`config.mk`:
```
export PLATFORM = sky130hd
export DESIGN_NAME = fc_neuron_top
export DESIGN_NICKNAME = d
export VERILOG_FILES = /design/src/fc_pkg.sv /design/src/fc_mac_lane.sv /design/src/fc_neuron_top.sv /design/src/fc_partial_combiner.sv /design/src/fc_relu_quant.sv
export SDC_FILE = /design/constraint.sdc
export NUM_CORES = 1
export LEC_CHECK = 0
export ABC_AREA = 1
export BUFFER_PORTS_ARGS = -buffer_cell sky130_fd_sc_hd__buf_4
export CAP_MARGIN = 20
export CORE_MARGIN = 2
export CORE_UTILIZATION = 64
export CTS_CLUSTER_DIAMETER = 150
export DETAILED_ROUTE_END_ITERATION = 16
export GPL_TIMING_DRIVEN = 0
export MAX_ROUTING_LAYER = met4
export PLACE_DENSITY = 0.83
export SLEW_MARGIN = 20
export SYNTH_ARGS = -nofsm -noshare
export SYNTH_HDL_FRONTEND = slang
export SYNTH_HIERARCHICAL = 1
export SYNTH_SLANG_ARGS = --single-unit
```
`constraint.sdc`:
```
create_clock -name clk -period 7.9 [get_ports clk]
set_clock_uncertainty 0.15 [all_clocks]
set_input_delay 0.395 -clock clk [delete_from_list [all_inputs] [get_ports clk]]
set_output_delay 0.395 -clock clk [all_outputs]
set_load 0.03 [all_outputs]
```
`src/fc_pkg.sv`:
```
/* Widths and stream types shared by the fully connected neuron.
   Vectors are limited to FC_MAX_PAIRS pairs; longer ones wrap the weight index. */
`default_nettype none

package fc_pkg;

    // datapath widths
    localparam int FC_DATA_W    = 8;
    localparam int FC_PROD_W    = 2 * FC_DATA_W;
    localparam int FC_ACC_W     = 24;
    localparam int FC_BIAS_W    = 16;

    // weight bank geometry per lane
    localparam int FC_MAX_PAIRS = 16;
    localparam int FC_ADDR_W    = 4;

    // requantization
    localparam int FC_ACT_SHIFT = 4;
    localparam int FC_OUT_MAX   = 127;

    // destination of a configuration write
    typedef enum logic [1:0] {
        CFG_LANE0 = 2'd0,
        CFG_LANE1 = 2'd1,
        CFG_BIAS  = 2'd2
    } cfg_target_e;

    // weight view keeps the byte in the low half of the word
    typedef struct packed {
        logic [FC_BIAS_W-FC_DATA_W-1:0] pad;
        logic signed [FC_DATA_W-1:0]    value;
    } cfg_weight_view_t;

    // one config word that the lanes read as a weight and the combiner as a bias
    typedef union packed {
        cfg_weight_view_t            weight;
        logic signed [FC_BIAS_W-1:0] bias;
    } cfg_word_u;

    typedef struct packed {
        cfg_target_e          target;
        logic [FC_ADDR_W-1:0] addr;
        cfg_word_u            word;
    } cfg_t;

    // input stream with one pair per strobe
    typedef struct packed {
        logic signed [FC_DATA_W-1:0] even;
        logic signed [FC_DATA_W-1:0] odd;
        logic                        last;
    } act_pair_t;

    typedef struct packed {
        logic signed [FC_ACC_W-1:0] sum;
        logic                       last;
    } psum_t;

    typedef struct packed {
        logic [FC_DATA_W-1:0] result;
        logic                 last;
    } act_out_t;

endpackage

`default_nettype wire

```
`src/fc_mac_lane.sv`:
```
/* One MAC lane with its own weight bank; weights have no reset and must be loaded
   while no vector is in flight. The counter wraps after FC_MAX_PAIRS elements. */
`default_nettype none

module fc_mac_lane #(
    parameter fc_pkg::cfg_target_e LANE_ID = fc_pkg::CFG_LANE0
) (
    input  wire logic                                clk,
    input  wire logic                                rst,

    // weight configuration
    input  wire logic                                cfg_we_i,
    input  wire fc_pkg::cfg_t                        cfg_i,

    // element stream
    input  wire logic                                in_valid_i,
    input  wire logic signed [fc_pkg::FC_DATA_W-1:0] in_elem_i,
    input  wire logic                                in_last_i,

    // partial sum toward the combiner
    output logic                                     psum_valid_o,
    output fc_pkg::psum_t                            psum_o
);
    import fc_pkg::*;

    logic signed [FC_DATA_W-1:0] weight_mem [FC_MAX_PAIRS];

    logic                        cfg_hit;
    logic [FC_ADDR_W-1:0]        elem_idx;
    logic signed [FC_ACC_W-1:0]  acc;

    logic signed [FC_DATA_W-1:0] cur_weight;
    logic signed [FC_PROD_W-1:0] product;
    logic signed [FC_ACC_W-1:0]  product_ext;
    logic signed [FC_ACC_W-1:0]  acc_next;
    logic                        vec_end;

    // only writes aimed at this lane land in the bank
    assign cfg_hit = cfg_we_i && (cfg_i.target == LANE_ID);

    always_ff @(posedge clk) begin
        if (cfg_hit) begin
            weight_mem[cfg_i.addr] <= cfg_i.word.weight.value;
        end
    end

    // weight for the current element
    assign cur_weight = weight_mem[elem_idx];

    // signed 8x8 product widened to accumulator width
    assign product     = in_elem_i * cur_weight;
    assign product_ext = {{(FC_ACC_W-FC_PROD_W){product[FC_PROD_W-1]}}, product};
    assign acc_next    = acc + product_ext;

    assign vec_end = in_valid_i && in_last_i;

    always_ff @(posedge clk) begin
        if (!rst) begin
            acc          <= '0;
            elem_idx     <= '0;
            psum_valid_o <= 1'b0;
        end else begin
            psum_valid_o <= vec_end;
            if (in_valid_i) begin
                if (in_last_i) begin
                    // ready for the next vector on the following cycle
                    acc      <= '0;
                    elem_idx <= '0;
                end else begin
                    acc      <= acc_next;
                    elem_idx <= elem_idx + 1'b1;
                end
            end
        end
    end

    // final sum includes the last product that is not yet in acc
    always_ff @(posedge clk) begin
        if (vec_end) begin
            psum_o.sum  <= acc_next;
            psum_o.last <= in_last_i;
        end
    end

endmodule

`default_nettype wire

```
`src/fc_neuron_top.sv`:
```
/* One fully connected neuron over paired activations. out_valid_o follows the
   last input strobe by 3 cycles; config writes only between vectors. */
`default_nettype none

module fc_neuron_top (
    input  wire logic              clk,
    input  wire logic              rst,

    // weight and bias configuration
    input  wire logic              cfg_we_i,
    input  wire fc_pkg::cfg_t      cfg_i,

    // activation pairs
    input  wire logic              in_valid_i,
    input  wire fc_pkg::act_pair_t in_pair_i,

    // requantized output, one per vector
    output logic                   out_valid_o,
    output fc_pkg::act_out_t       out_o
);
    import fc_pkg::*;

    logic  lane_psum_valid;
    psum_t lane0_psum;
    psum_t lane1_psum;

    logic  sum_valid;
    psum_t sum;

    // even elements
    fc_mac_lane #(
        .LANE_ID      (CFG_LANE0)
    ) u_lane0 (
        .clk          (clk),
        .rst          (rst),
        .cfg_we_i     (cfg_we_i),
        .cfg_i        (cfg_i),
        .in_valid_i   (in_valid_i),
        .in_elem_i    (in_pair_i.even),
        .in_last_i    (in_pair_i.last),
        .psum_valid_o (lane_psum_valid),
        .psum_o       (lane0_psum)
    );

    // odd elements with the strobe left open since it matches lane 0
    fc_mac_lane #(
        .LANE_ID      (CFG_LANE1)
    ) u_lane1 (
        .clk          (clk),
        .rst          (rst),
        .cfg_we_i     (cfg_we_i),
        .cfg_i        (cfg_i),
        .in_valid_i   (in_valid_i),
        .in_elem_i    (in_pair_i.odd),
        .in_last_i    (in_pair_i.last),
        .psum_valid_o (),
        .psum_o       (lane1_psum)
    );

    fc_partial_combiner u_combiner (
        .clk          (clk),
        .rst          (rst),
        .cfg_we_i     (cfg_we_i),
        .cfg_i        (cfg_i),
        .psum_valid_i (lane_psum_valid),
        .psum_a_i     (lane0_psum),
        .psum_b_i     (lane1_psum),
        .sum_valid_o  (sum_valid),
        .sum_o        (sum)
    );

    fc_relu_quant u_relu (
        .clk          (clk),
        .rst          (rst),
        .sum_valid_i  (sum_valid),
        .sum_i        (sum),
        .act_valid_o  (out_valid_o),
        .act_o        (out_o)
    );

endmodule

`default_nettype wire

```
`src/fc_partial_combiner.sv`:
```
/* Adds both lane partial sums and the bias. Lane strobes must coincide, so only
   lane a's strobe and last are used. The bias resets to 0. */
`default_nettype none

module fc_partial_combiner (
    input  wire logic          clk,
    input  wire logic          rst,

    // bias configuration
    input  wire logic          cfg_we_i,
    input  wire fc_pkg::cfg_t  cfg_i,

    // partial sums from the lanes
    input  wire logic          psum_valid_i,
    input  wire fc_pkg::psum_t psum_a_i,
    input  wire fc_pkg::psum_t psum_b_i,

    // biased total
    output logic               sum_valid_o,
    output fc_pkg::psum_t      sum_o
);
    import fc_pkg::*;

    logic signed [FC_BIAS_W-1:0] bias_q;
    logic signed [FC_ACC_W-1:0]  bias_ext;
    logic signed [FC_ACC_W-1:0]  total;

    always_ff @(posedge clk) begin
        if (!rst) begin
            bias_q <= '0;
        end else if (cfg_we_i && (cfg_i.target == CFG_BIAS)) begin
            // same config word read through the bias view
            bias_q <= cfg_i.word.bias;
        end
    end

    assign bias_ext = {{(FC_ACC_W-FC_BIAS_W){bias_q[FC_BIAS_W-1]}}, bias_q};

    // wraps at accumulator width
    assign total = psum_a_i.sum + psum_b_i.sum + bias_ext;

    always_ff @(posedge clk) begin
        if (!rst) begin
            sum_valid_o <= 1'b0;
        end else begin
            sum_valid_o <= psum_valid_i;
        end
    end

    always_ff @(posedge clk) begin
        if (psum_valid_i) begin
            sum_o.sum  <= total;
            sum_o.last <= psum_a_i.last;
        end
    end

endmodule

`default_nettype wire

```
`src/fc_relu_quant.sv`:
```
/* ReLU and requantize to one byte in 0..FC_OUT_MAX, one registered stage.
   No back-pressure; the consumer takes every valid result. */
`default_nettype none

module fc_relu_quant (
    input  wire logic          clk,
    input  wire logic          rst,

    input  wire logic          sum_valid_i,
    input  wire fc_pkg::psum_t sum_i,

    output logic               act_valid_o,
    output fc_pkg::act_out_t   act_o
);
    import fc_pkg::*;

    logic signed [FC_ACC_W-1:0] shifted;
    logic                       is_neg;
    logic [FC_DATA_W-1:0]       quant;

    assign is_neg  = sum_i.sum[FC_ACC_W-1];

    // arithmetic shift keeps the sign, though negatives are zeroed anyway
    assign shifted = sum_i.sum >>> FC_ACT_SHIFT;

    always_comb begin
        if (is_neg) begin
            // relu
            quant = '0;
        end else if (shifted > FC_OUT_MAX) begin
            quant = FC_DATA_W'(FC_OUT_MAX);
        end else begin
            quant = shifted[FC_DATA_W-1:0];
        end
    end

    always_ff @(posedge clk) begin
        if (!rst) begin
            act_valid_o <= 1'b0;
        end else begin
            act_valid_o <= sum_valid_i;
        end
    end

    // result and last move together
    always_ff @(posedge clk) begin
        if (sum_valid_i) begin
            act_o.result <= quant;
            act_o.last   <= sum_i.last;
        end
    end

endmodule

`default_nettype wire

```
# Word-level counts from Yosys, hierarchy flattened
# Memories as Yosys holds them, arrays and structs flattened. A register that Yosys moved wholly into a read port is not among the register bits.
# Index checks and enable logic that the tools add are counted.
# word_totals
reg_bits	158
word_cells	48
out_inout_bits	10
mem_bits_rw	256
memories	2
in_bits	43
# classes
n_mux	13
eq_ne	2
add_sub_neg	6
magnitude_cmp	1
multipliers	2
reduce_logical	6
# mem_list
memory	words	width	rd	rd_clocked_by_memory_dff	wr	line_no	rtl
u_lane0.weight_mem	16	8	1	1	1	fc_mac_lane.sv:26	logic signed [FC_DATA_W-1:0] weight_mem [FC_MAX_PAIRS];
u_lane1.weight_mem	16	8	1	1	1	fc_mac_lane.sv:26	
# op_table
operator	n
adder 24 x 16 -> 24 bit	3
two-way mux 24 bit	2
multiplier 8 x 8 -> 16 bit	2
adder 24 bit	1
two-way mux 4 bit	6
> comparator 20 x 8 -> 1 bit (second input constant)	1
adder 4 x 1 -> 4 bit (second input constant)	2
two-way mux 7 bit	1
logical AND 1 bit	4
two-way mux 1 bit	4
== test 2 x 1 -> 1 bit (second input constant)	1
== test 2 bit (second input constant)	1
zero test 2 bit	1
OR reduction 2 bit	1

# Depth between registers and ports, before layout
# Gate-level depths: netlist (run 1).
# logic_depth
word_depth	4
depth_mapped	30
ltp_nobuf	29

# Modules after synthesis
# Netlist (run 1), hierarchy kept.
# by_module_without_submodules
module	cells_each	seq_area_each_um2	area_per_inst_um2	instances
fc_mac_lane (u_lane0)	1135	5255.0	11658.7	1
fc_mac_lane (u_lane1)	1108	5255.0	11533.6	1
fc_partial_combiner	464	1091.0	3462.1	1
fc_relu_quant	53	290.3	471.7	1

# Least setup slack after synthesis (run 1)
# OpenSTA, ideal clock, no wires.
# synth_path
kind	register to register
start	register with a tool-made name
end	register u_lane0/psum_o[18] in the netlist's numbering (data pin)
arrival_ns	5.921
t_required_ns	7.495
setup_time_ns	0.255
n_path_buf	2
setup_slack_ns	1.574
synth_period_minus_slack_ns	6.326
path_stages_with_launch	24
cell_sequence	dfxtp_1 -> buf_6 -> inv_8 -> buf_6 -> o21ai_0 -> o221ai_1 -> o211ai_1 -> nand2_2 -> inv_2 -> nor2_1 -> fa_1 -> fa_1 -> fa_1 -> fa_1 -> ha_1 -> ha_1 -> nand2_1 -> inv_1 -> a21oi_1 -> nor2_1 -> nor2_1 -> nand2_1 -> or2_1 -> and2_1
# synth_lines
element	line_no	rtl
end: declaration	fc_mac_lane.sv:22	output fc_pkg::psum_t psum_o

==> flow_summary.toml, run 1 <==
[cts]
clock-sinks = 418
ctsHoldBuffers = 9
insertion_delay_ns = 0.58
clk_pin_slew_worst_paths_ns = 0.06
cts_max_level = 2
clock_path_buffers = 3
numCtsBuffers = 43
cts_tree = "yes"
cts_setup_buffers = 0
cts-root-buf = "clkbuf_16"
ctsResizeCount = 0

[timing]
fmax_mhz = 137
final_max_slew_viol_count = 0
tns_ns = 0
post-route-min-period_ns = 7.28
finalHoldViolCount = 0
worst_pin_slew_ns = 1.06
period_share_pct = 92.1
relSlewSlack_pct = 29.3
rsz0062_at_grt = "false"
setup_viol = 0

[route]
drc_errors = 0
dr.pass1.iters = 6
via_per_inst = 5.83
wirelength_mm = 65.9
vias = 20013
ant_nets = 0
wl_per_cell_um = 19.2
drtIter0Drc = 1962

[floorplan]
initial_core_util_pct = 64.5
num_io_pins = 53
die_y_um = 209
core-area_um2 = 41800
rows = 75
die_x_um = 209
die_area_um2 = 43700

[worst_setup_path]
reg2regPathDepth = 25
crit_required_ns = 8.07
r2r_end = "u_lane0/psum_o[24]$_DFFE_PP_"
regToRegSetupSlack_ns = 0.62
critPathLaunchType = "flop"
criticalPathCategory = "reg2reg"
crit_arrival_ns = 7.45
path_max_fanout = 10
end_kind = "flop"

[final_layout]
n_fill_cell = 3002
seqCellArea_um2 = 11700
area_growth_pct = 9.69
multiInputGateArea_um2 = 13200
layout_commonest_cell = "nand2_1"
layout_common_cells = "nand2_1, inv_1, nor2_1, edfxtp_1, fa_1"
drive_gt1_share_pct = 7.92
fin_nets = 3264

[logic_synthesis]
synthesis.nets = 3157
syn_area_um2 = 26900
syn_area_per_cell_um2 = 9.79
synth_cells = 2750
yosysWarnings = 6

[outcome]
status = "finished, final reports clean"

[min_path]
hold_depth = 3
worstHoldPathType = "in2reg"
hold_path_end = "u_combiner/bias_q[14]$_SDFFE_PN0P_"
hp-start = "rst"

[global_route]
globalRouteTotalUtil_pct = 32.2
grt_pass1_wl_mm = 107
overflow = 0
grt_start_max_net_pins = 34
grt_pass1_vias = 20668
antenna_found_initial = 1

[placed_design]
portBuffers = 52
gp_congestion = 0.959
hpwl_mm = 48.8

[job]
maxCapViolations = 0
flip-flops by register name, indices dropped and copies added, names as in the netlist, named ones only:
name / cells
u_lane0/weight_mem: 128
u_lane1/weight_mem: 128
u_lane0/psum_o: 25
u_combiner/sum_valid_o: 1
u_lane1/elem_idx: 4
u_lane0/psum_valid_o: 1
u_relu/act_valid_o: 1
u_combiner/bias_q: 16
u_lane0/acc: 24
u_lane0/elem_idx: 4
u_combiner/sum_o: 21
u_lane1/psum_o: 24
u_relu/act_o: 9
u_lane1/acc: 24
worst max-delay path by stage:
| stage | cells past startpoint | start | endpoint |
|---|---|---|---|
| floorplan | 23 | flop | u_lane0/psum_o[18]$_DFFE_PP_ |
| global placement | 25 | flop | u_lane0/psum_o[24]$_DFFE_PP_ |
| detailed placement | 25 | flop | u_lane0/psum_o[24]$_DFFE_PP_ |
| CTS | 25 | flop | u_lane0/psum_o[24]$_DFFE_PP_ |
| global route | 25 | flop | u_lane0/psum_o[24]$_DFFE_PP_ |
| finish | 25 | flop | u_lane0/psum_o[24]$_DFFE_PP_ |
critical path, cell delays in order, from the launching register on:
cell	delay, ns
dfxtp_1	0.40
inv_2	0.12
clkbuf_1	0.42
o21ai_0	0.20
o221ai_1	0.44
nand3_1	0.13
nand2_1	0.15
inv_2	0.11
nor2_1	0.31
fa_1	0.60
inv_1	0.46
fa_1	0.64
inv_1	0.05
fa_1	0.47
fa_1	0.51
ha_1	0.31
ha_1	0.37
nand2_1	0.13
inv_1	0.06
a21oi_1	0.32
nand2_1	0.11
nand2_1	0.09
nand2_1	0.05
nor2_1	0.16
nand2_1	0.09
and2_1	0.17
final cells by class:
| class | instances | area share, % |
|---|---|---|
| clock buffer | 59 | 4.12 |
| clock inverter | 21 | 0.699 |
| multi-input combinational | 1831 | 44.5 |
| antenna | 1 | 0.00847 |
| sequential | 418 | 39.7 |
| buffer | 61 | 1.36 |
| tap | 539 | 2.28 |
| timing repair buffer | 62 | 1.66 |
| inverter | 440 | 5.64 |
stage by stage:
stage / cells / hold slack, ns / util [%] / instance area (um2) / setup WS [ns]
final: 3432 / 0.0416 / 70.8 / 29500 / 0.621
after global routing: 3432 / 0.0397 / 70.8 / 29500 / 0.160
after detailed placement: 3342 / 0.255 / 67.1 / 28000 / 0.894
after CTS: 3431 / 0.00993 / 70.7 / 29500 / 0.853
after global placement: 3341 / 0.256 / 67.1 / 28000 / 0.578
after floorplan: 2750 / 0.250 / - / 26900 / 1.57
per-layer routing:
layer	share of wire (%)	track usage (%)
met2	49	52.4
met3	8.0	4.10
met5	0	-
met1	40	42.1
met4	3.5	11.7
Power of run 1 is left out: the tool's default activity adds up to more than one toggle a clock period on the data nets, which glitch-free logic cannot reach.
==> run 2, diff against run 1 <==
--- a/config.mk
+++ b/config.mk
@@ -13,6 +13,7 @@
 export CTS_CLUSTER_DIAMETER = 150
 export DETAILED_ROUTE_END_ITERATION = 16
 export GPL_TIMING_DRIVEN = 0
+export HOLD_SLACK_MARGIN = 0.05
 export MAX_ROUTING_LAYER = met4
 export PLACE_DENSITY = 0.83
 export SLEW_MARGIN = 20
==> run 2 against run 1 <==
Net effect:
- global-route usage about the same
- critical endpoint unchanged
- critical path depth unchanged
- clock-buffer cell count unchanged
==> flow_summary.toml, run 2 (synthesized netlist as in run 1, its figures left out) <==
[outcome]
status = "finished, final reports clean"

[timing]
period_share_pct = 92.1
tns_ns = 0
rsz0062_at_grt = "false"
setup_viol = 0
post-route-min-period_ns = 7.27
fmax_mhz = 138
final_max_slew_viol_count = 0
relSlewSlack_pct = 29.1
finalHoldViolCount = 0
worst_pin_slew_ns = 1.06

[cts]
insertion_delay_ns = 0.58
clk_pin_slew_worst_paths_ns = 0.06
ctsResizeCount = 0
cts_tree = "yes"
clock_path_buffers = 3
clock-sinks = 418
cts_setup_buffers = 0
cts_max_level = 2
cts-root-buf = "clkbuf_16"
numCtsBuffers = 43

[floorplan]
core-area_um2 = 41800
rows = 75
die_area_um2 = 43700
initial_core_util_pct = 64.5
num_io_pins = 53
die_y_um = 209
die_x_um = 209

[final_layout]
layout_commonest_cell = "nand2_1"
n_fill_cell = 2997
drive_gt1_share_pct = 7.90
reg_top3 = "u_lane0/weight_mem: 128 flops, u_lane1/weight_mem: 128 flops, u_lane0/psum_o: 25 flops"
layout_common_cells = "nand2_1, inv_1, nor2_1, edfxtp_1, fa_1"
area_growth_pct = 9.91
fin_nets = 3270

[route]
wl_per_cell_um = 19.2
wirelength_mm = 66.1
via_per_inst = 5.86
vias = 20156
dr.pass1.iters = 6
drc_errors = 0
ant_nets = 0
drtIter0Drc = 1936

[global_route]
overflow = 0
antenna_found_initial = 1
globalRouteTotalUtil_pct = 32.2
grt_start_max_net_pins = 34
grt_pass1_vias = 20721
grt_pass1_wl_mm = 107

[placed_design]
hpwl_mm = 48.8
gp_congestion = 0.959
portBuffers = 52

[min_path]
worstHoldPathType = "in2reg"

[worst_setup_path]
max_stage_delay_ns = 0.65
crit_arrival_ns = 7.44
end_kind = "flop"
crit_required_ns = 8.07
slowest_stage = "fa_1"
criticalPathCategory = "reg2reg"
critPathLaunchType = "flop"
path_max_fanout = 10
worst_path_most_repeated_cell = "nand2_1"

[job]
maxCapViolations = 0
[run 2: cell count changes in the layout (fill, tap and decap cells not counted)]
cell and delta:
dlygate4sd3_1 +6
[run 2: through the flow]
stage / worst slack [ns] / utilization [%] / cell area (um2) / instances / hold slack (ns)
2_1_floorplan: 1.57 / - / 26900 / 2750 / 0.250
3_3_place_gp: 0.578 / 67.1 / 28000 / 3341 / 0.256
3_5_place_dp: 0.894 / 67.1 / 28000 / 3342 / 0.255
4_1_cts: 0.853 / 70.9 / 29600 / 3437 / 0.0801
5_1_grt: 0.195 / 70.9 / 29600 / 3438 / 0.0966
6_report: 0.628 / 70.9 / 29600 / 3438 / 0.0908
[run 2: worst max-delay path, delay by kind of cell, from the launching register on]
family                     cells  cell delay, ns
AOI/OAI and AO/OA              3            0.98
DFF                            1            0.40
adders and majority gates      6            2.89
buffers and inverters          5            1.12
and+or+nand+nor               11            1.46
[run 2: metal layers]
layer	track usage, %	share of wire [%]	vias up
li1	-	-	9183
met1	42.0	40	9726
met2	52.3	48	1027
met3	4.15	8.4	220
met4	12.0	3.7	0
met5	-	0	-
[run 2: path summary, 6_finish.rpt]
kind | from | end | slack, ns | cells past startpoint
worst max register to register | flop | u_lane0/psum_o[24]$_DFFE_PP_ | 0.63 | 25
worst min register to register | u_combiner/sum_o[0]$_DFFE_PP_ | u_relu/act_o[0]$_DFFE_PP_ | 0.27 | 0
worst min-delay path | cfg_i[0] | u_lane0/weight_mem[15][0]$_DFFE_PP_ | 0.09 | 1
worst max-delay path | flop | u_lane0/psum_o[24]$_DFFE_PP_ | 0.63 | 25
[run 2: what timing repair did]
item	in CTS	in global routing
endpoints found under the hold margin	14	0
endpoints found under the setup margin	0	0
hold buffers	15	0
[run 2: layout make-up]
class,instances,area (um2),area share (%)
clock inverter,21,206,0.697
clock buffer,59,1220,4.12
tap,539,674,2.28
multi-input combinational,1831,13200,44.5
inverter,440,1670,5.63
sequential,418,11700,39.6
antenna,1,2.50,0.00845
timing repair buffer,68,552,1.86
buffer,61,402,1.36
Power of run 2 is left out for the same reason.
